===== config.mk =====
export PLATFORM = sky130hd
export DESIGN_NAME = fabricRegisters_flat
export DESIGN_NICKNAME = d
export VERILOG_FILES = /design/src/design/fabricPkg.sv /design/src/design/fabricBusIf.sv /design/src/design/fabricRegisters.sv /design/src/flat_wrapper.sv
export SDC_FILE = /design/constraint.sdc
export NUM_CORES = 1
export LEC_CHECK = 0
export ABC_AREA = 1
export BUFFER_PORTS_ARGS = -buffer_cell sky130_fd_sc_hd__clkbuf_2
export CORE_MARGIN = 4
export CORE_UTILIZATION = 39
export DETAILED_ROUTE_END_ITERATION = 6
export PLACE_DENSITY = 0.8
export SYNTH_ARGS = -nofsm -noshare
export SYNTH_HDL_FRONTEND = slang
export SYNTH_SLANG_ARGS = --single-unit

===== constraint.sdc =====
create_clock -name wbClk_i -period 1.2 [get_ports wbClk_i]
set_input_delay 0 -clock wbClk_i [delete_from_list [all_inputs] [get_ports wbClk_i]]
set_output_delay 0 -clock wbClk_i [all_outputs]
set_load 0.05 [all_outputs]

===== src/design/fabricPkg.sv =====
// Fabric IP shared definitions
// Bus widths, aperture map, register offsets, identification values
// and the timeout state type of the unmapped-access handler

package fabricPkg;

    // ------------------------------------------------------------
    // Bus widths
    // ------------------------------------------------------------
    localparam int adrWidth  = 17;
    localparam int dataWidth = 32;
    localparam int byteLanes = 4;

    // Aperture field sits in the top address bits
    localparam int apertureMsb = 16;
    localparam int apertureLsb = 13;

    localparam logic [apertureMsb-apertureLsb:0] regAperture      = 4'h0;
    localparam logic [apertureMsb-apertureLsb:0] ramAperture      = 4'h1;
    localparam logic [apertureMsb-apertureLsb:0] reservedAperture = 4'h6;

    // Word offsets start at address bit 2
    localparam int regAdrWidth = 7;
    localparam int ramAdrWidth = 11;

    // ------------------------------------------------------------
    // Register block
    // ------------------------------------------------------------
    localparam logic [regAdrWidth-1:0] regIdAdr      = 7'h0;
    localparam logic [regAdrWidth-1:0] regRevAdr     = 7'h1;
    localparam logic [regAdrWidth-1:0] regGpioInAdr  = 7'h2;
    localparam logic [regAdrWidth-1:0] regGpioOutAdr = 7'h3;
    localparam logic [regAdrWidth-1:0] regGpioOeAdr  = 7'h4;

    localparam logic [dataWidth-1:0] fabricIdValue  = 32'h0000_5A31;
    localparam logic [dataWidth-1:0] fabricRevValue = 32'h0000_0100;
    localparam int gpioWidth = 8;

    // ------------------------------------------------------------
    // Reserved block
    // ------------------------------------------------------------
    localparam logic [regAdrWidth-1:0] resCustProdAdr  = 7'h7E;
    localparam logic [regAdrWidth-1:0] resRevisionsAdr = 7'h7F;

    localparam logic [7:0]  customerId = 8'h01;
    localparam logic [7:0]  productId  = 8'h00;
    localparam logic [15:0] majorRev   = 16'h0001;
    localparam logic [15:0] minorRev   = 16'h0000;

    // Read words for undefined places
    localparam logic [dataWidth-1:0] regDefValue    = 32'hFABDEFAC;
    localparam logic [dataWidth-1:0] resDefValue    = 32'hDEFFABAC;
    localparam logic [dataWidth-1:0] badAccessValue = 32'hBADFABAC;

    // Unmapped access timeout
    localparam int timeoutCntWidth = 3;
    localparam logic [timeoutCntWidth-1:0] timeoutLimit = 3'd7;

    typedef enum logic {toIdle, toCount} timeoutState_t;

endpackage


===== src/design/fabricBusIf.sv =====
// Fabric block bus
// One block's share of the host bus: request from the decoder,
// read data and acknowledge back from the block

interface fabricBusIf;

    // Request side, driven by the aperture decoder
    logic                             cyc;
    logic                             stb;
    logic                             we;
    logic [fabricPkg::byteLanes-1:0]  byteStb;
    logic [fabricPkg::dataWidth-1:0]  wrDat;
    logic [fabricPkg::adrWidth-1:0]   adr;

    // Response side, driven by the block
    logic [fabricPkg::dataWidth-1:0]  rdDat;
    logic                             ack;

    modport decoder
    (
        output cyc, stb, we, byteStb, wrDat, adr,
        input  rdDat, ack
    );

    modport target
    (
        input  cyc, stb, we, byteStb, wrDat, adr,
        output rdDat, ack
    );

endinterface


===== src/design/fabricRegisters.sv =====
// Fabric register block
// ID and revision words plus GPIO input, output and output-enable
// registers, with a one-cycle acknowledge per access

module fabricRegisters
(
    input  logic                             wbClk_i,
    input  logic                             arstN_i,
    fabricBusIf.target                       bus_i,
    input  logic [fabricPkg::gpioWidth-1:0]  gpioIn_i,
    output logic [fabricPkg::gpioWidth-1:0]  gpioOut_o,
    output logic [fabricPkg::gpioWidth-1:0]  gpioOe_o
);

    logic [fabricPkg::regAdrWidth-1:0] offset;
    logic                              req;
    logic                              wrEn;
    logic                              ackQ;
    logic [fabricPkg::gpioWidth-1:0]   gpioInQ;
    logic [fabricPkg::gpioWidth-1:0]   gpioOutQ;
    logic [fabricPkg::gpioWidth-1:0]   gpioOeQ;

    assign offset = bus_i.adr[fabricPkg::regAdrWidth+1:2];
    assign req    = bus_i.cyc && bus_i.stb;

    // GPIO registers only take byte lane 0
    assign wrEn = req && !ackQ && bus_i.we && bus_i.byteStb[0];

    // ------------------------------------------------------------
    // Acknowledge and GPIO output registers
    // ------------------------------------------------------------
    always_ff @(posedge wbClk_i or negedge arstN_i)
    begin
        if (!arstN_i)
        begin
            ackQ     <= 1'b0;
            gpioOutQ <= '0;
            gpioOeQ  <= '0;
        end
        else
        begin
            // High for one cycle, then wait for the host to drop stb
            ackQ <= req && !ackQ;

            if (wrEn)
            begin
                case (offset)
                    fabricPkg::regGpioOutAdr: gpioOutQ <= bus_i.wrDat[fabricPkg::gpioWidth-1:0];
                    fabricPkg::regGpioOeAdr:  gpioOeQ  <= bus_i.wrDat[fabricPkg::gpioWidth-1:0];
                    default:                  ;
                endcase
            end
        end
    end

    // Input pins sampled every cycle
    always_ff @(posedge wbClk_i)
    begin
        gpioInQ <= gpioIn_i;
    end

    // ------------------------------------------------------------
    // Read data
    // ------------------------------------------------------------
    always_comb
    begin
        case (offset)
            fabricPkg::regIdAdr:      bus_i.rdDat = fabricPkg::fabricIdValue;
            fabricPkg::regRevAdr:     bus_i.rdDat = fabricPkg::fabricRevValue;
            fabricPkg::regGpioInAdr:
            begin
                bus_i.rdDat = {{(fabricPkg::dataWidth-fabricPkg::gpioWidth){1'b0}}, gpioInQ};
            end
            fabricPkg::regGpioOutAdr:
            begin
                bus_i.rdDat = {{(fabricPkg::dataWidth-fabricPkg::gpioWidth){1'b0}}, gpioOutQ};
            end
            fabricPkg::regGpioOeAdr:
            begin
                bus_i.rdDat = {{(fabricPkg::dataWidth-fabricPkg::gpioWidth){1'b0}}, gpioOeQ};
            end
            default:                  bus_i.rdDat = fabricPkg::regDefValue;
        endcase
    end

    assign bus_i.ack = ackQ;
    assign gpioOut_o = gpioOutQ;
    assign gpioOe_o  = gpioOeQ;

endmodule


===== src/flat_wrapper.sv =====
// flat-port wrapper written by rule: the top's interface ports become plain ports
module fabricRegisters_flat 
  (wbClk_i, arstN_i, gpioIn_i, gpioOut_o, gpioOe_o, bus_i_cyc, bus_i_stb, bus_i_we, bus_i_byteStb, bus_i_wrDat, bus_i_adr, bus_i_rdDat, bus_i_ack);
  fabricBusIf bus_i_i ();
  input  logic wbClk_i;
  input  logic arstN_i;
  input  logic [fabricPkg::gpioWidth-1:0] gpioIn_i;
  output logic [fabricPkg::gpioWidth-1:0] gpioOut_o;
  output logic [fabricPkg::gpioWidth-1:0] gpioOe_o;
  input wire logic [$bits(bus_i_i.cyc)-1:0] bus_i_cyc;
  input wire logic [$bits(bus_i_i.stb)-1:0] bus_i_stb;
  input wire logic [$bits(bus_i_i.we)-1:0] bus_i_we;
  input wire logic [$bits(bus_i_i.byteStb)-1:0] bus_i_byteStb;
  input wire logic [$bits(bus_i_i.wrDat)-1:0] bus_i_wrDat;
  input wire logic [$bits(bus_i_i.adr)-1:0] bus_i_adr;
  output wire logic [$bits(bus_i_i.rdDat)-1:0] bus_i_rdDat;
  output wire logic [$bits(bus_i_i.ack)-1:0] bus_i_ack;
  assign bus_i_i.cyc = bus_i_cyc;
  assign bus_i_i.stb = bus_i_stb;
  assign bus_i_i.we = bus_i_we;
  assign bus_i_i.byteStb = bus_i_byteStb;
  assign bus_i_i.wrDat = bus_i_wrDat;
  assign bus_i_i.adr = bus_i_adr;
  assign bus_i_rdDat = bus_i_i.rdDat;
  assign bus_i_ack = bus_i_i.ack;
  fabricRegisters u_core (.wbClk_i(wbClk_i), .arstN_i(arstN_i), .bus_i(bus_i_i), .gpioIn_i(gpioIn_i), .gpioOut_o(gpioOut_o), .gpioOe_o(gpioOe_o));
endmodule

-- After elaboration in Yosys (flattened, before gate mapping)
Index checks and enable logic that the tools add are counted.
- mux-type cells: 1
- reductions and logical operators: 8
- equal/unequal tests: 4
- operators by type and width (operator ; count):
    32-bit one-hot mux with 5 select lines ; 1
    7-bit by 2-bit equality test with 1-bit output (second input constant) ; 2
    7-bit by 1-bit equality test with 1-bit output (second input constant) ; 1
    7-bit by 3-bit equality test with 1-bit output (second input constant) ; 1
    7-bit zero test ; 1
    1-bit logical AND ; 4
    2-bit AND reduction ; 2
    1-bit zero test ; 1
- input port bits: 66
- logic and storage cells: 17
- output and inout port bits: 49
- register bits after elaboration: 25

-- Logic depth before layout (Yosys ltp)
- depth in word-level cells: 5
- depth in mapped cells: 8
- depth with buffers taken out: 8

-- Worst setup path before layout
OpenSTA, ideal clock, no wires.
- path type: input to output
- start point: input port bus_i_adr[5]
- end point: output port bus_i_rdDat[13]
- path slack: -0.179 ns
- stages on the path: 7
- data required time: 1.200 ns
- path buffers: 1
- arrival: 1.379 ns
- cell sequence: clkinv_1 -> nand2_1 -> nor2_4 -> nand2_4 -> nand4_1 -> inv_1 -> buf_4
- cells in the longest elaborated chain, start to end: 2
- elaborated cells between the ends (all ways): 6
- those cells by class: 4 x eq/ne; 1 x mux; 1 x reduce/logical
- ends and longest elaborated chain (item ; line ; RTL):
    from (decl) ; flat_wrapper.sv:15 ; input wire logic [$bits(bus_i_i.adr)-1:0] bus_i_adr;
    7-bit by 3-bit equality test with 1-bit output, or another cell as far along ; fabricRegisters.sv:67 ; case (offset)
    32-bit one-hot mux with 5 select lines * ; fabricRegisters.sv:67 ;
    to (decl) ; flat_wrapper.sv:16 ; output wire logic [$bits(bus_i_i.rdDat)-1:0] bus_i_rdDat;
Every way passes the cells marked *; elsewhere a longest branch is shown, timed or not.

-- Worst setup path after layout
- start point: input port bus_i_adr[6]
- end point: output port bus_i_rdDat[31]
Same word-level chain as after synthesis.

==> metrics.md <==
| Metric | Value |
|---|---|
| PortBufs | 73 |
| Max Cap Viol | 0 |
| First-pass GRT wire length | 5.80 mm |
| R2R Path End | u_core.gpioOut_o[7]$_DFFE_PN0P_ |
| Status | finished, violations left |
| Power Dens Cells | 698 nW/um^2 |
| Post-Synthesis Cells | 181 |
| Syn. warnings | 0 |
| Gr usage total | 16.6% |
| GRT overflow | 0 |
| Fin. Hold Viols | 0 |
| Largest net degree at the start of global routing | 18 |
| Via count | 1527 |
| Initial antenna violation count | 0 |
| Routed wire length | 4.10 mm |
| Setup Total Neg Slack | -0.116 ns |
| DRT antenna net count | 0 |
| RSZ-0062 raised after global routing | true |
| Gpl congestion | 0.779 |
| Final Max Tran Viols | 0 |
| CP arrival | 1.24 ns |
| Vias per cell | 4.67 |
| Die height | 68.3 um |
| Setup WS post-layout | -0.0444 ns |
| Wire per inst | 12.5 um |
| Share of cells above drive strength 1 | 54.1% |
| WP data required | 1.20 ns |
| Reg2reg path depth | 5 |
| Die footprint | 4670 um^2 |
| Ant diodes | 0 |
| Worst hold-check path type | input pin to async pin |
| First-pass DRT Iterations | 4 |
| Crit Path Category | input pin to output port |
| Dpl cell area | 1910 um^2 |
| Initial drt markers | 50 |
| F_max | 0.804 GHz |
| Vias in the first global route | 1317 |
| Cell area after layout | 2440 um^2 |
| Synthesized flop and latch total | 25 |
| CTS tree | built |
| Clock buffer count from CTS | 3 |
| R2R Setup Slk | -0.03 ns |
| Synthesized cell area | 1420 um^2 |
| Area Growth Syn to Fin | 72.0% |
| Detailed Place HPWL | 2.73 mm |
| I/O pins | 115 |
| DRC Markers | 0 |
| Finish-stage setup viols | 11 |
| Fill count | 255 |
| CTS H-tree depth | 1 |
| Max VDD drop | 0.605 mV |
| Worst-path clk slew | 0.14 ns |
| CORE AREA | 3420 um^2 |
| Startpoint Class | input pin |
| Sequential area share after synthesis | 41.3% |
| CP max FO | 7 |
| Nets | 348 |
| Starting Density | 41.5% |
| Std-Cell Rows | 21 |
| Clk sinks | 25 |
| Failing checks | negative setup slack |
| Clk_lat worst skew | 0.32 ns |
| RR Startpoint | u_core.bus_i.ack$_DFF_PN0_ |
| CTS max path bufs | 2 |
| Clock skew | 0.00396 ns |
| Die Wd | 68.3 um |
| Root buf cell | clkbuf_4 |
| Avg Inst Size Synth | 7.84 um^2 |
| Distinct cell type count after synthesis | 20 |
| Worst setup EP type | output port |
| Fin crit period | 1.24 ns |
| Tcrit/Tclk final | 104% |
| Leakage | 1.31 nW |
## metal layers
| metal | routed length [um] | track usage [%] | up-vias | part of all wire [%] |
|---|---|---|---|---|
| met5 | 0 | 0 | - | 0 |
| met4 | 61 | 5.46 | 0 | 1.5 |
| met3 | 339 | 2.46 | 9 | 8.3 |
| met2 | 2150 | 31.5 | 74 | 52 |
| met1 | 1550 | 18.5 | 697 | 38 |
| li1 | - | - | 747 | - |
## flip-flops by register name, summed over array words and instances (netlist names)
signal / cells
u_core.bus_i.ack: 1
u_core.gpioInQ: 8
u_core.gpioOe_o: 8
u_core.gpioOut_o: 8
## synthesized netlist by cell type, drive strengths merged
cell | count | area [um^2]
nand4 | 1 | 6.26
conb | 1 | 3.75
nand3b | 1 | 20.0
clkinv | 1 | 3.75
dfrtp | 17 | 425
o2111ai | 2 | 17.5
nor3 | 1 | 16.3
dfxtp | 8 | 160
nand3 | 34 | 170
nand2 | 62 | 258
nor2 | 14 | 91.3
buf | 24 | 188
inv | 15 | 58.8
## cells in the final DEF, fill, tap and decap left out, types with 3 or more instances in the layout
cell and count:
nand2_1 48, buf_6 9, dfrtp_1 14, dlygate4sd3_1 19
buf_4 23, nand3_1 18, clkbuf_2 46, inv_1 8
conb_1 4, nand2_2 8, nand2_4 5, dfrtp_2 3
nand3_2 16, nor2_1 9, nor2_4 3, buf_8 7
buf_12 3, clkbuf_4 12, dfxtp_1 8
## cell families (layout without fill, tap and decap cells)
family | count (synthesis) | count (layout) | share of synthesized area [%]
other cells | 1 | 4 | 0.264
buf+inv | 40 | 137 | 17.6
flops | 25 | 25 | 41.3
simple gates | 113 | 113 | 39.6
compound gates | 2 | 2 | 1.23
## critical path, stage by stage
cell and delay (ns):
buf_6 0.11, inv_12 0.04, nand2_4 0.04, nor2_4 0.17, nand2_2 0.09, nand4_1 0.18, buf_4 0.16, clkinvlp_4 0.19
buf_4 0.25
## per-stage QoR
stage          hold slack [ns]  utilization (%)  std cells  worst slack, ns  power, W
6_report                 0.130             71.4        327          -0.0444   0.00170
5_1_grt                  0.162             71.4        327           -0.147   0.00179
4_1_cts                  0.129             65.5        320         0.000963   0.00166
3_5_place_dp           -0.0443             55.8        292          -0.0100   0.00123
3_3_place_gp           -0.0479             55.8        292          -0.0103   0.00123
2_1_floorplan           -0.296                -        184           -0.106   0.00114
## worst max-delay path by stage
stage / start / endpoint / slack [ns] / cells after the start
global placement: bus_i_adr[6] / bus_i_rdDat[10] / -0.01 / 8
CTS: u_core.gpioInQ[4]$_DFF_P_ / bus_i_rdDat[4] / 0.001 / 3
detailed placement: bus_i_adr[6] / bus_i_rdDat[28] / -0.01 / 8
finish: bus_i_adr[6] / bus_i_rdDat[31] / -0.04 / 9
global route: bus_i_adr[6] / bus_i_rdDat[31] / -0.15 / 9
floorplan: bus_i_adr[6] / bus_i_rdDat[13] / -0.11 / 7
## where the power goes
part	internal, W	total [W]	leakage (nW)	switching (W)
logic	0.000173	0.000451	0.994	0.000278
registers	0.000862	0.000873	0.299	0.0000114
clock network	0.000125	0.000377	0.0177	0.000253
## cell type report
class / instances / area (um^2) / area share (%)
clock inverter: 1 / 5.00 / 0.205
timing repair buffer: 116 / 927 / 38.0
tap: 46 / 57.6 / 2.36
multi-input combinational: 119 / 738 / 30.3
sequential: 25 / 589 / 24.2
timing repair inverter: 1 / 7.51 / 0.308
inverter: 16 / 92.6 / 3.79
clock buffer: 3 / 22.5 / 0.923
## timing repair
item / in CTS / in global routing
gates cloned: 0 / 1
endpoints found under the hold margin: 42 / 0
hold buffers: 19 / 0
gates resized for setup: 24 / 57
pin swaps: 0 / 14
buffers inserted: 5 / 6
setup endpoints to repair: 20 / 27
(Power assumes the default switching activity.)
