### src/design/fabricPkg.sv
// Fabric IP shared definitions
// Bus widths, aperture map, register offsets, identification values
// and the timeout state type of the unmapped-access handler

package fabricPkg;

    // ------------------------------------------------------------
    // Bus widths
    // ------------------------------------------------------------
    localparam int adrWidth  = 17;
    localparam int dataWidth = 32;
    localparam int byteLanes = 4;

    // Aperture field sits in the top address bits
    localparam int apertureMsb = 16;
    localparam int apertureLsb = 13;

    localparam logic [apertureMsb-apertureLsb:0] regAperture      = 4'h0;
    localparam logic [apertureMsb-apertureLsb:0] ramAperture      = 4'h1;
    localparam logic [apertureMsb-apertureLsb:0] reservedAperture = 4'h6;

    // Word offsets start at address bit 2
    localparam int regAdrWidth = 7;
    localparam int ramAdrWidth = 11;

    // ------------------------------------------------------------
    // Register block
    // ------------------------------------------------------------
    localparam logic [regAdrWidth-1:0] regIdAdr      = 7'h0;
    localparam logic [regAdrWidth-1:0] regRevAdr     = 7'h1;
    localparam logic [regAdrWidth-1:0] regGpioInAdr  = 7'h2;
    localparam logic [regAdrWidth-1:0] regGpioOutAdr = 7'h3;
    localparam logic [regAdrWidth-1:0] regGpioOeAdr  = 7'h4;

    localparam logic [dataWidth-1:0] fabricIdValue  = 32'h0000_5A31;
    localparam logic [dataWidth-1:0] fabricRevValue = 32'h0000_0100;
    localparam int gpioWidth = 8;

    // ------------------------------------------------------------
    // Reserved block
    // ------------------------------------------------------------
    localparam logic [regAdrWidth-1:0] resCustProdAdr  = 7'h7E;
    localparam logic [regAdrWidth-1:0] resRevisionsAdr = 7'h7F;

    localparam logic [7:0]  customerId = 8'h01;
    localparam logic [7:0]  productId  = 8'h00;
    localparam logic [15:0] majorRev   = 16'h0001;
    localparam logic [15:0] minorRev   = 16'h0000;

    // Read words for undefined places
    localparam logic [dataWidth-1:0] regDefValue    = 32'hFABDEFAC;
    localparam logic [dataWidth-1:0] resDefValue    = 32'hDEFFABAC;
    localparam logic [dataWidth-1:0] badAccessValue = 32'hBADFABAC;

    // Unmapped access timeout
    localparam int timeoutCntWidth = 3;
    localparam logic [timeoutCntWidth-1:0] timeoutLimit = 3'd7;

    typedef enum logic {toIdle, toCount} timeoutState_t;

endpackage

### src/design/fabricBusIf.sv
// Fabric block bus
// One block's share of the host bus: request from the decoder,
// read data and acknowledge back from the block

interface fabricBusIf;

    // Request side, driven by the aperture decoder
    logic                             cyc;
    logic                             stb;
    logic                             we;
    logic [fabricPkg::byteLanes-1:0]  byteStb;
    logic [fabricPkg::dataWidth-1:0]  wrDat;
    logic [fabricPkg::adrWidth-1:0]   adr;

    // Response side, driven by the block
    logic [fabricPkg::dataWidth-1:0]  rdDat;
    logic                             ack;

    modport decoder
    (
        output cyc, stb, we, byteStb, wrDat, adr,
        input  rdDat, ack
    );

    modport target
    (
        input  cyc, stb, we, byteStb, wrDat, adr,
        output rdDat, ack
    );

endinterface

### src/design/apertureDecoder.sv
// Aperture decoder
// Splits the host bus into one select per block, fans out the
// request and merges acknowledges and read data on the way back

module apertureDecoder
(
    input  logic [fabricPkg::adrWidth-1:0]   wbsAdr_i,
    input  logic                             wbsCyc_i,
    input  logic                             wbsStb_i,
    input  logic                             wbsWe_i,
    input  logic [fabricPkg::byteLanes-1:0]  wbsByteStb_i,
    input  logic [fabricPkg::dataWidth-1:0]  wbsWrDat_i,
    output logic [fabricPkg::dataWidth-1:0]  wbsRdDat_o,
    output logic                             wbsAck_o,

    fabricBusIf.decoder                      regBus_o,
    fabricBusIf.decoder                      ramBus_o,
    fabricBusIf.decoder                      resBus_o,
    fabricBusIf.decoder                      missBus_o
);

    logic [fabricPkg::apertureMsb-fabricPkg::apertureLsb:0] aperture;
    logic regSel;
    logic ramSel;
    logic resSel;
    logic missSel;

    // ------------------------------------------------------------
    // Block selects
    // ------------------------------------------------------------
    assign aperture = wbsAdr_i[fabricPkg::apertureMsb:fabricPkg::apertureLsb];

    assign regSel  = (aperture == fabricPkg::regAperture);
    assign ramSel  = (aperture == fabricPkg::ramAperture);
    assign resSel  = (aperture == fabricPkg::reservedAperture);
    assign missSel = !(regSel || ramSel || resSel);

    assign regBus_o.cyc  = wbsCyc_i && regSel;
    assign ramBus_o.cyc  = wbsCyc_i && ramSel;
    assign resBus_o.cyc  = wbsCyc_i && resSel;
    assign missBus_o.cyc = wbsCyc_i && missSel;

    // Same request fan-out for every block
    assign regBus_o.stb     = wbsStb_i;
    assign regBus_o.we      = wbsWe_i;
    assign regBus_o.adr     = wbsAdr_i;
    assign regBus_o.byteStb = wbsByteStb_i;
    assign regBus_o.wrDat   = wbsWrDat_i;

    assign ramBus_o.stb     = wbsStb_i;
    assign ramBus_o.we      = wbsWe_i;
    assign ramBus_o.adr     = wbsAdr_i;
    assign ramBus_o.byteStb = wbsByteStb_i;
    assign ramBus_o.wrDat   = wbsWrDat_i;

    assign resBus_o.stb     = wbsStb_i;
    assign resBus_o.we      = wbsWe_i;
    assign resBus_o.adr     = wbsAdr_i;
    assign resBus_o.byteStb = wbsByteStb_i;
    assign resBus_o.wrDat   = wbsWrDat_i;

    assign missBus_o.stb     = wbsStb_i;
    assign missBus_o.we      = wbsWe_i;
    assign missBus_o.adr     = wbsAdr_i;
    assign missBus_o.byteStb = wbsByteStb_i;
    assign missBus_o.wrDat   = wbsWrDat_i;

    // ------------------------------------------------------------
    // Response merge
    // ------------------------------------------------------------
    assign wbsAck_o = regBus_o.ack | ramBus_o.ack | resBus_o.ack | missBus_o.ack;

    always_comb
    begin
        case (aperture)
            fabricPkg::regAperture:      wbsRdDat_o = regBus_o.rdDat;
            fabricPkg::ramAperture:      wbsRdDat_o = ramBus_o.rdDat;
            fabricPkg::reservedAperture: wbsRdDat_o = resBus_o.rdDat;
            default:                     wbsRdDat_o = fabricPkg::badAccessValue;
        endcase
    end

endmodule

### src/flat_wrapper.sv
// flat-port wrapper written by rule: the top's interface ports become plain ports
module apertureDecoder_flat 
  (wbsAdr_i, wbsCyc_i, wbsStb_i, wbsWe_i, wbsByteStb_i, wbsWrDat_i, wbsRdDat_o, wbsAck_o, regBus_o_cyc, regBus_o_stb, regBus_o_we, regBus_o_byteStb, regBus_o_wrDat, regBus_o_adr, regBus_o_rdDat, regBus_o_ack, ramBus_o_cyc, ramBus_o_stb, ramBus_o_we, ramBus_o_byteStb, ramBus_o_wrDat, ramBus_o_adr, ramBus_o_rdDat, ramBus_o_ack, resBus_o_cyc, resBus_o_stb, resBus_o_we, resBus_o_byteStb, resBus_o_wrDat, resBus_o_adr, resBus_o_rdDat, resBus_o_ack, missBus_o_cyc, missBus_o_stb, missBus_o_we, missBus_o_byteStb, missBus_o_wrDat, missBus_o_adr, missBus_o_rdDat, missBus_o_ack);
  fabricBusIf regBus_o_i ();
  fabricBusIf ramBus_o_i ();
  fabricBusIf resBus_o_i ();
  fabricBusIf missBus_o_i ();
  input  logic [fabricPkg::adrWidth-1:0] wbsAdr_i;
  input  logic wbsCyc_i;
  input  logic wbsStb_i;
  input  logic wbsWe_i;
  input  logic [fabricPkg::byteLanes-1:0] wbsByteStb_i;
  input  logic [fabricPkg::dataWidth-1:0] wbsWrDat_i;
  output logic [fabricPkg::dataWidth-1:0] wbsRdDat_o;
  output logic wbsAck_o;
  output wire logic [$bits(regBus_o_i.cyc)-1:0] regBus_o_cyc;
  output wire logic [$bits(regBus_o_i.stb)-1:0] regBus_o_stb;
  output wire logic [$bits(regBus_o_i.we)-1:0] regBus_o_we;
  output wire logic [$bits(regBus_o_i.byteStb)-1:0] regBus_o_byteStb;
  output wire logic [$bits(regBus_o_i.wrDat)-1:0] regBus_o_wrDat;
  output wire logic [$bits(regBus_o_i.adr)-1:0] regBus_o_adr;
  input wire logic [$bits(regBus_o_i.rdDat)-1:0] regBus_o_rdDat;
  input wire logic [$bits(regBus_o_i.ack)-1:0] regBus_o_ack;
  output wire logic [$bits(ramBus_o_i.cyc)-1:0] ramBus_o_cyc;
  output wire logic [$bits(ramBus_o_i.stb)-1:0] ramBus_o_stb;
  output wire logic [$bits(ramBus_o_i.we)-1:0] ramBus_o_we;
  output wire logic [$bits(ramBus_o_i.byteStb)-1:0] ramBus_o_byteStb;
  output wire logic [$bits(ramBus_o_i.wrDat)-1:0] ramBus_o_wrDat;
  output wire logic [$bits(ramBus_o_i.adr)-1:0] ramBus_o_adr;
  input wire logic [$bits(ramBus_o_i.rdDat)-1:0] ramBus_o_rdDat;
  input wire logic [$bits(ramBus_o_i.ack)-1:0] ramBus_o_ack;
  output wire logic [$bits(resBus_o_i.cyc)-1:0] resBus_o_cyc;
  output wire logic [$bits(resBus_o_i.stb)-1:0] resBus_o_stb;
  output wire logic [$bits(resBus_o_i.we)-1:0] resBus_o_we;
  output wire logic [$bits(resBus_o_i.byteStb)-1:0] resBus_o_byteStb;
  output wire logic [$bits(resBus_o_i.wrDat)-1:0] resBus_o_wrDat;
  output wire logic [$bits(resBus_o_i.adr)-1:0] resBus_o_adr;
  input wire logic [$bits(resBus_o_i.rdDat)-1:0] resBus_o_rdDat;
  input wire logic [$bits(resBus_o_i.ack)-1:0] resBus_o_ack;
  output wire logic [$bits(missBus_o_i.cyc)-1:0] missBus_o_cyc;
  output wire logic [$bits(missBus_o_i.stb)-1:0] missBus_o_stb;
  output wire logic [$bits(missBus_o_i.we)-1:0] missBus_o_we;
  output wire logic [$bits(missBus_o_i.byteStb)-1:0] missBus_o_byteStb;
  output wire logic [$bits(missBus_o_i.wrDat)-1:0] missBus_o_wrDat;
  output wire logic [$bits(missBus_o_i.adr)-1:0] missBus_o_adr;
  input wire logic [$bits(missBus_o_i.rdDat)-1:0] missBus_o_rdDat;
  input wire logic [$bits(missBus_o_i.ack)-1:0] missBus_o_ack;
  assign regBus_o_cyc = regBus_o_i.cyc;
  assign regBus_o_stb = regBus_o_i.stb;
  assign regBus_o_we = regBus_o_i.we;
  assign regBus_o_byteStb = regBus_o_i.byteStb;
  assign regBus_o_wrDat = regBus_o_i.wrDat;
  assign regBus_o_adr = regBus_o_i.adr;
  assign regBus_o_i.rdDat = regBus_o_rdDat;
  assign regBus_o_i.ack = regBus_o_ack;
  assign ramBus_o_cyc = ramBus_o_i.cyc;
  assign ramBus_o_stb = ramBus_o_i.stb;
  assign ramBus_o_we = ramBus_o_i.we;
  assign ramBus_o_byteStb = ramBus_o_i.byteStb;
  assign ramBus_o_wrDat = ramBus_o_i.wrDat;
  assign ramBus_o_adr = ramBus_o_i.adr;
  assign ramBus_o_i.rdDat = ramBus_o_rdDat;
  assign ramBus_o_i.ack = ramBus_o_ack;
  assign resBus_o_cyc = resBus_o_i.cyc;
  assign resBus_o_stb = resBus_o_i.stb;
  assign resBus_o_we = resBus_o_i.we;
  assign resBus_o_byteStb = resBus_o_i.byteStb;
  assign resBus_o_wrDat = resBus_o_i.wrDat;
  assign resBus_o_adr = resBus_o_i.adr;
  assign resBus_o_i.rdDat = resBus_o_rdDat;
  assign resBus_o_i.ack = resBus_o_ack;
  assign missBus_o_cyc = missBus_o_i.cyc;
  assign missBus_o_stb = missBus_o_i.stb;
  assign missBus_o_we = missBus_o_i.we;
  assign missBus_o_byteStb = missBus_o_i.byteStb;
  assign missBus_o_wrDat = missBus_o_i.wrDat;
  assign missBus_o_adr = missBus_o_i.adr;
  assign missBus_o_i.rdDat = missBus_o_rdDat;
  assign missBus_o_i.ack = missBus_o_ack;
  apertureDecoder u_core (.wbsAdr_i(wbsAdr_i), .wbsCyc_i(wbsCyc_i), .wbsStb_i(wbsStb_i), .wbsWe_i(wbsWe_i), .wbsByteStb_i(wbsByteStb_i), .wbsWrDat_i(wbsWrDat_i), .wbsRdDat_o(wbsRdDat_o), .wbsAck_o(wbsAck_o), .regBus_o(regBus_o_i), .ramBus_o(ramBus_o_i), .resBus_o(resBus_o_i), .missBus_o(missBus_o_i));
endmodule
### config.mk
export PLATFORM = sky130hd
export DESIGN_NAME = apertureDecoder_flat
export DESIGN_NICKNAME = d
export VERILOG_FILES = /design/src/design/fabricPkg.sv /design/src/design/fabricBusIf.sv /design/src/design/apertureDecoder.sv /design/src/flat_wrapper.sv
export SDC_FILE = /design/constraint.sdc
export NUM_CORES = 1
export LEC_CHECK = 0
export BUFFER_PORTS_ARGS = -buffer_cell sky130_fd_sc_hd__buf_2
export CORE_AREA = 2 2 172 174
export DETAILED_ROUTE_END_ITERATION = 8
export DIE_AREA = 0 0 174 176
export GPL_TIMING_DRIVEN = 0
export PLACE_DENSITY = 0.42
export SLEW_MARGIN = 15
export SYNTH_ARGS = -nofsm -noshare
export SYNTH_HDL_FRONTEND = slang
export SYNTH_SLANG_ARGS = --single-unit
### constraint.sdc
create_clock -name vclk -period 1.85
set_clock_uncertainty 0.05 [all_clocks]
set_input_delay 0.4625 -clock vclk [all_inputs]
set_output_delay 0.4625 -clock vclk [all_outputs]
set_load 0.1 [all_outputs]
# Word level (Yosys, flattened, before mapping)
# Cells that the tools add are included.
dict set report op_classes {
  n_eq_ne 2
  muxes 1
  n_bitwise 3
  reduce_logical 8
}
# op n
set ops {}
lappend ops {{$pmux W32 S3} 1}
lappend ops {{$eq A4 B1 Y1 const B} 1}
lappend ops {{$eq A4 B3 Y1 const B} 1}
lappend ops {{$logic_and A1 B1 Y1} 4}
lappend ops {{$logic_not A4 Y1} 1}
lappend ops {{$or A1 B1 Y1} 3}
lappend ops {{$logic_or A1 B1 Y1} 2}
lappend ops {{$logic_not A1 Y1} 1}
dict set report word_totals {
  reg_bits 0
  input_bits 188
  word_cells 14
}

# Logic depth before layout (Yosys ltp)
# Gate-level depths: netlist of run 1.
dict set report logic_depth {
  ltp_word 5
  depth_mapped 6
  mapped_depth_nobuf 3
}

# Worst setup path after synthesis of run 1
# Ideal clock, no wire load.
dict set report synth_path {
  kind {input to output}
  startpoint {input port wbsAdr_i[14] in the netlist's numbering}
  endpoint {output port wbsRdDat_o[0] in the netlist's numbering}
  t_arrival_ps 3272
  required_ps 1337
  path_slack_ps -1935
  stages 4
  path_buffers 2
  cell_sequence {or3_1 > clkbuf_1 > clkbuf_1 > o21ai_0}
}
dict set report synth_via {
  elab_chain_cells 2
  word_cells_on_any_way 4
}
# item line_no
set synth_rtl {}
lappend synth_rtl {{from (decl)} flat_wrapper.sv:8} ;# input logic [fabricPkg::adrWidth-1:0] wbsAdr_i;
lappend synth_rtl {{$eq A4 B3 Y1, or another cell as far along} apertureDecoder.sv:75} ;# case (aperture)
lappend synth_rtl {{$pmux W32 S3 (*)} apertureDecoder.sv:75}
lappend synth_rtl {{to (decl)} flat_wrapper.sv:14} ;# output logic [fabricPkg::dataWidth-1:0] wbsRdDat_o;
# Mark *: on every way between the ends. The rest lies on a longest branch, timed or not.

# Worst setup path in the final report of run 1
dict set report layout_path {
  startpoint {input port wbsAdr_i[14] in the netlist's numbering}
  endpoint {output port wbsRdDat_o[30] in the netlist's numbering}
}
# Same word-level chain as after synthesis.

==> impl_metrics.json, run 1 <==
{
  "crit_chain": "buf_12 -> or3_4 -> buf_8 -> buf_12 -> buf_6 -> buf_6 -> o21ai_4 -> buf_12",
  "ios": 445,
  "seqCellArea_sq_um": 0,
  "switching_share": 0.762,
  "p_switching_w": 0.00252,
  "grt_max_degree": 11,
  "finalSetupViolations": 35,
  "drtPass1Iterations": 4,
  "setup_tns_ns": -14.37,
  "relSlewSlack": 0.670,
  "hp-start": "wbsWrDat_i[8]",
  "nClkBuffers": 0,
  "io_buffers": 361,
  "p_comb_frac": 1.000,
  "startpoint_type": "input pin",
  "hold_ws_ns": 1.26,
  "drc": 0,
  "crit_buf_inv": 6,
  "drv_cap": 0,
  "coreArea_sq_um": 28500,
  "grt_use_total": 0.0772,
  "rows": 62,
  "p_clk_frac": 0,
  "syn-num-nets": 528,
  "ant_nets": 0,
  "violations": "negative setup slack",
  "min_path_type": "input pin to primary output",
  "gp_congestion": 0.740,
  "finalHoldViolCount": 0,
  "synth_area_sq_um": 2460,
  "worstPathArrival_ns": 1.82,
  "ir_drop_mv": 0.211,
  "grt_setup_unrepaired": "true",
  "avgSynthCellArea_sq_um": 7.22,
  "die_y_um": 176,
  "final_cells": 1107,
  "routedWlPerCell_um": 12.0,
  "antenna_cells": 0,
  "seqPwrFrac": 0,
  "flops_and_latches": 0,
  "vias_per_cell": 2.98,
  "cp_slowest_stage_delay_ns": 0.38,
  "fin_ws_ns": -0.485,
  "finalCriticalPeriod_ns": 2.34,
  "hold_path_depth": 2,
  "area_growth_pct": 133,
  "initial_core_util": 0.0860,
  "worst_path_most_repeated_cell": "buf_12",
  "slowest_stage": "or3_4",
  "die_w_um": 174,
  "vias": 3302,
  "final_util": 0.201,
  "fmax_mhz": 428,
  "cp.required_ns": 1.34,
  "drtIter0Drc": 26,
  "outcome": "finished with violations",
  "yosysSeqAreaShare": 0,
  "post-place-cells": 1085,
  "timing.final.crit_share": 1.26,
  "tightest_slew_ns": 0.498,
  "dp.final_hpwl_um": 10900,
  "grt_pass1_vias": 3218,
  "crit_start": "wbsAdr_i[14]",
  "yosys_warnings": 0,
  "antenna_found_initial": 0,
  "cts-hold-fix-buffers": 0,
  "crit_end": "wbsRdDat_o[30]",
  "worst_setup_path_end_kind": "primary output",
  "critPathMaxFanout": 5,
  "leakagePower_nw": 3.16,
  "powerDensity_nw_per_um2": 577,
  "nets": 913,
  "crit_family": "buffers and inverters",
  "power.internal_w": 0.000788,
  "dieArea_sq_um": 30600,
  "ys_types": 18,
  "grt_pass1_wl_um": 18300,
  "crit_cells": 8,
  "wl_um": 13300,
  "critPathKind": "input pin to primary output",
  "drive_gt1_frac": 0.888,
  "maxSlewViolCount": 0,
  "syn-instance-count": 340,
  "grt-ovfl-total": 0
}
[layout make-up]
| class | instances | area, sq um |
|---|---|---|
| plain buffers | 233 | 1840 |
| fillers | 3249 | 22800 |
| inverters | 1 | 3.75 |
| multi-input cells | 105 | 902 |
| well taps | 384 | 480 |
| repair buffers | 384 | 2510 |
[metal layers]
metal / vias to the layer above / global-route usage / part of all wire
met5: - / 0 / 0
met2: 223 / 0.166 / 0.57
met1: 1427 / 0.0826 / 0.35
li1: 1648 / - / -
met3: 4 / 0.00947 / 0.080
met4: 0 / 0.00280 / 0.0041
[timing repair]
item                       CTS  global route
setup endpoints to repair   37            36
gates cloned                 3             0
buffers inserted            20             1
gates resized for setup    162            15
pin swaps                   11             8
[worst min path at each step]
stage	end	slack [ns]
2_1_floorplan	missBus_o_adr[0]	1.09
3_3_place_gp	missBus_o_wrDat[15]	1.26
3_5_place_dp	ramBus_o_byteStb[1]	1.26
4_1_cts	missBus_o_adr[12]	1.26
5_1_grt	ramBus_o_adr[11]	1.26
6_report	regBus_o_wrDat[8]	1.26
[cell usage after synthesis (all sizes together)]
library cell | n | area, sq um
or4 | 1 | 7.51
or2 | 1 | 8.76
nand2 | 32 | 120
o211ai | 21 | 158
buf | 232 | 1730
o21ai | 11 | 55.1
and2 | 1 | 6.26
nor2 | 1 | 3.75
and3 | 1 | 6.26
inv | 1 | 3.75
clkbuf | 2 | 7.51
mux2i | 32 | 320
nor3 | 2 | 10.0
or3 | 1 | 6.26
nor4bb | 1 | 10.0
[power groups by stage]
stage	clock (W)	combinational, W	sequential, W
3_3_place_gp	0	0.00312	0
3_5_place_dp	0	0.00312	0
4_1_cts	0	0.00333	0
6_report	0	0.00331	0
2_1_floorplan	0	0.00269	0
5_1_grt	0	0.00340	0
[through the flow]
| step | instance area (sq um) | worst slack [ns] | power [W] |
|---|---|---|---|
| floorplan | 2550 | -1.23 | 0.00269 |
| global placement | 4830 | -0.933 | 0.00312 |
| detailed placement | 4830 | -0.967 | 0.00312 |
| CTS | 5710 | -0.549 | 0.00333 |
| global route | 5730 | -0.526 | 0.00340 |
| finish | 5730 | -0.485 | 0.00331 |
[layout by cell type (no fill, tap or decap), types with 2 or more instances in the layout]
| master | n |
|---|---|
| nand2_2 | 4 |
| nand2_1 | 28 |
| clkbuf_16 | 2 |
| buf_8 | 7 |
| buf_4 | 229 |
| o21ai_4 | 11 |
| buf_12 | 25 |
| o211ai_1 | 21 |
| buf_6 | 32 |
| mux2i_1 | 30 |
| buf_2 | 322 |
[kinds of logic after synthesis]
kind of cell	share of synthesized area
buf+inv	0.710
simple gates	0.0729
mux	0.130
compound gates	0.0866
No activity file was read; power rests on OpenSTA's default activity.
==> run 2, diff against run 1 <==
PLACE_DENSITY = unset   (was 0.42)
==> run 2 against run 1 <==
The run still ends with negative setup slack left. Power shrank 0.46%. Non-clock buffer count fell by 5. Via count shrank 0.97%. Die area unchanged. Sequential cell count is the same. Critical endpoint is now wbsRdDat_o[20]. Highest routed layer is now met5.
==> impl_metrics.json, run 2 (same netlist as run 1, synthesis figures left out) <==
{
  "outcome": "finished with violations",
  "violations": "negative setup slack",
  "vias": 3270,
  "slowest_stage": "or3_4",
  "dpl_worst_slack_ns": -1.05,
  "maxSlewViolCount": 0,
  "drc": 0,
  "finalHoldViolCount": 0,
  "post_dp_cell_area_sq_um": 4830,
  "drtIter0Drc": 56,
  "drv_cap": 0,
  "critPathKind": "input pin to primary output",
  "rows": 62,
  "finalSetupViolations": 35,
  "antenna_cells": 0,
  "ir_drop_mv": 0.214,
  "worstPathArrival_ns": 1.84,
  "tightest_slew_ns": 0.503,
  "flops_and_latches": 0,
  "worst_path_most_repeated_cell": "buf_12",
  "finalCriticalPeriod_ns": 2.36,
  "routedWlPerCell_um": 11.9,
  "area_growth_pct": 133,
  "critPathMaxFanout": 6,
  "die_w_um": 174,
  "io_buffers": 361,
  "nFillCells": 3224,
  "powerDensity_nw_per_um2": 575,
  "grt_setup_unrepaired": "true",
  "dp.final_hpwl_um": 10500,
  "final_util": 0.201,
  "drtPass1Iterations": 4,
  "startpoint_type": "input pin",
  "fmax_mhz": 424,
  "hold_path_depth": 4,
  "cp.required_ns": 1.34,
  "worst_setup_path_end_kind": "primary output",
  "relSlewSlack": 0.667,
  "die_y_um": 176,
  "final_area_sq_um": 5730,
  "hp-start": "resBus_o_rdDat[4]",
  "min_to": "wbsRdDat_o[4]",
  "fin_ws_ns": -0.507,
  "grt_pass1_wl_um": 16800,
  "gp_congestion": 0.779,
  "ant_nets": 0,
  "vias_per_cell": 2.97,
  "cp_slowest_stage_delay_ns": 0.39,
  "leakagePower_nw": 3.17,
  "antenna_found_initial": 3,
  "final_common_cell": "buf_2",
  "grt_use_total": 0.0707,
  "coreArea_sq_um": 28500,
  "min_path_type": "input pin to primary output",
  "grt_max_degree": 11,
  "nets": 908,
  "crit_chain": "buf_8 -> or3_4 -> buf_12 -> buf_12 -> o211ai_1 -> buf_6",
  "wl_um": 13100,
  "grt-ovfl-total": 0,
  "dieArea_sq_um": 30600,
  "initial_core_util": 0.0860,
  "grt_pass1_vias": 3030,
  "drive_gt1_frac": 0.900,
  "layout_common_cells": "buf_2 (322), buf_4 (227), mux2i_1 (32), buf_6 (32), buf_12 (23)",
  "timing.final.crit_share": 1.27,
  "nClkBuffers": 0,
  "ios": 445,
  "cts-hold-fix-buffers": 0,
  "seqCellArea_sq_um": 0
}
## run 2: cell types whose count changed in the layout (fill, tap and decap cells not counted), sizes merged
cell and delta:
clkbuf +2, buf -7
## run 2: worst max path at each step
stage / startpoint / to / slack [ns] / cells past startpoint
detailed placement: wbsAdr_i[15] / wbsRdDat_o[20] / -1.05 / 7
CTS: wbsAdr_i[15] / wbsRdDat_o[20] / -0.58 / 6
global route: wbsAdr_i[16] / wbsRdDat_o[20] / -0.56 / 7
global placement: wbsAdr_i[15] / wbsRdDat_o[20] / -1.03 / 7
finish: wbsAdr_i[15] / wbsRdDat_o[20] / -0.51 / 6
floorplan: wbsAdr_i[14] / wbsRdDat_o[0] / -1.23 / 4
## run 2: stage by stage
step                hold slack, ns  std cells  TNS [ns]  power (W)
CTS                           1.26       1093    -15.29    0.00326
detailed placement            1.26       1085    -27.33    0.00311
global route                  1.26       1102    -15.60    0.00338
global placement              1.26       1085    -26.82    0.00311
finish                        1.24       1102    -13.75    0.00330
floorplan                     1.09        340    -36.33    0.00269
## run 2: timing repair
item / 4_1_cts / 5_1_grt
endpoints found under the hold margin: 0 / 0
resized for setup: 143 / 41
pin swaps: 7 / 19
cloned: 2 / 4
buffers inserted: 6 / 9
endpoints found under the setup margin: 37 / 36
## run 2: report_power, final
group	internal, W	leakage [nW]	switching [W]
Clock	0	0	0
Sequential	0	0	0
Combinational	0.000773	3.17	0.00252
## run 2: per-layer routing
metal | GRT usage | part of all wire
met1 | 0.0809 | 0.37
met2 | 0.145 | 0.55
met3 | 0.00883 | 0.083
met4 | 0.00315 | 0.0038
met5 | 0 | 0.00091
## run 2: final cells by class
class | count | area, sq um | share of cell area
repair buffers | 381 | 2500 | 0.436
plain buffers | 231 | 1810 | 0.316
multi-input cells | 105 | 936 | 0.163
well taps | 384 | 480 | 0.0839
inverters | 1 | 3.75 | 0.000655
## run 2: critical path, delay by kind of cell
kind | cells | cell delay [ns]
buf+inv | 4 | 0.68
simple gates | 1 | 0.39
compound gates | 1 | 0.30
==> run 3, diff against run 2 <==
PLACE_DENSITY = 0.47   (was unset)
SLEW_MARGIN = 0   (was 15)
==> run 3 against run 2 <==
The flow still finishes with violations (negative setup slack). Largest cell class unchanged. Via count up 0.76%. Sequential share of layout area unchanged. Worst setup slack better by 0.0042 ns. Power down 0.32%. Largest power group unchanged. Critical endpoint is now wbsRdDat_o[23]. First-iteration DRC count down 36%. Non-clock buffer count down 2. Critical path type unchanged. Global-route usage about the same.
==> impl_metrics.json, run 3 (same netlist as run 1, synthesis figures left out) <==
{
  "grt.met1_usage": 0.0751,
  "die_y_um": 176,
  "antenna_found_initial": 0,
  "slowest_stage": "or3_4",
  "crit_chain": "buf_12 -> or3_4 -> buf_12 -> buf_12 -> o211ai_1 -> buf_6",
  "leakagePower_nw": 3.13,
  "nClkBuffers": 0,
  "ant_nets": 0,
  "nFillCells": 3205,
  "final_area_sq_um": 5660,
  "outcome": "finished with violations",
  "layout_common_cells": "buf_2 (323), buf_4 (228), mux2i_1 (32)",
  "timing.final.crit_share": 1.27,
  "finalCriticalPeriod_ns": 2.35,
  "worstPathArrival_ns": 1.84,
  "cp.required_ns": 1.34,
  "grt_setup_unrepaired": "true",
  "cts-hold-fix-buffers": 0,
  "drc": 0,
  "grt_pass1_vias": 3123,
  "die_w_um": 174,
  "tightest_slew_ns": 0.497,
  "dp.final_hpwl_um": 10100,
  "finalSetupViolations": 35,
  "relSlewSlack": 0.671,
  "dieArea_sq_um": 30600,
  "drtIter0Drc": 36,
  "worst_path_most_repeated_cell": "buf_12",
  "min_path_type": "input pin to primary output",
  "ir_drop_mv": 0.207,
  "crit_start": "wbsAdr_i[16]",
  "antenna_cells": 0,
  "grt_pass1_wl_um": 17000,
  "crit_cells": 6,
  "critPathKind": "input pin to primary output",
  "nets": 906,
  "post_dp_cell_area_sq_um": 4830,
  "met2_usage": 0.146,
  "finalHoldViolCount": 0,
  "startpoint_type": "input pin",
  "hold_ws_ns": 1.26,
  "area_growth_pct": 130,
  "grt-ovfl-total": 0,
  "drtPass1Iterations": 4,
  "rows": 62,
  "fin_ws_ns": -0.503,
  "routedWlPerCell_um": 11.4,
  "multi_input_area_sq_um": 896,
  "worst_setup_path_end_kind": "primary output",
  "final_common_cell": "buf_2",
  "vias": 3295,
  "powerDensity_nw_per_um2": 580,
  "power_w": 0.00329,
  "io_buffers": 361,
  "final_util": 0.198,
  "drv_cap": 0,
  "cp_slowest_stage_delay_ns": 0.39,
  "flops_and_latches": 0,
  "crit_family": "buffers and inverters",
  "violations": "negative setup slack",
  "drive_gt1_frac": 0.887,
  "maxSlewViolCount": 0,
  "crit_buf_inv": 4,
  "top_usage_layer": "met2",
  "grtUsageMet3": 0.0108,
  "critPathMaxFanout": 7,
  "grt_use_total": 0.0705,
  "wl_um": 12500,
  "initial_core_util": 0.0860,
  "gp_congestion": 0.739,
  "coreArea_sq_um": 28500,
  "grt_max_degree": 11,
  "ios": 445,
  "vias_per_cell": 3.00,
  "hold_path_depth": 2,
  "setup_tns_ns": -13.38,
  "fmax_mhz": 425,
  "hp-start": "wbsWrDat_i[8]",
  "seqCellArea_sq_um": 0
}
==> run 3: final cells by class <==
cell class                 instances  share of cell area
timing repair buffer             377               0.434
buffer                           233               0.323
multi-input combinational        105               0.158
tap                              384              0.0849
inverter                           1            0.000663
==> run 3: worst paths after layout <==
kind                            end  slack [ns]
setup / recovery     wbsRdDat_o[23]       -0.50
hold / removal    ramBus_o_wrDat[8]        1.26
==> run 3: stage by stage <==
step	setup WS, ns	instances
after floorplan	-1.23	340
after global placement	-0.967	1085
after detailed placement	-0.966	1085
after CTS	-0.528	1098
after global routing	-0.515	1100
final	-0.503	1100
==> run 3: where the power goes <==
part	leakage (nW)	switching (W)	internal, W
logic	3.13	0.00251	0.000771
registers	0	0	0
clock network	0	0	0
total	3.13	0.00251	0.000771
==> run 3: repair_timing <==
| action | in CTS | in global routing |
|---|---|---|
| resized for setup | 114 | 48 |
| endpoints found under the setup margin | 37 | 36 |
| cloned | 3 | 2 |
| setup buffers | 10 | 3 |
| pin swaps | 7 | 16 |
==> run 3: layer usage <==
metal  wire length (um)  vias up
met5                  0        -
met4                235        0
met3               1150       12
met2               6830      257
met1               4330     1389
li1                   -     1637
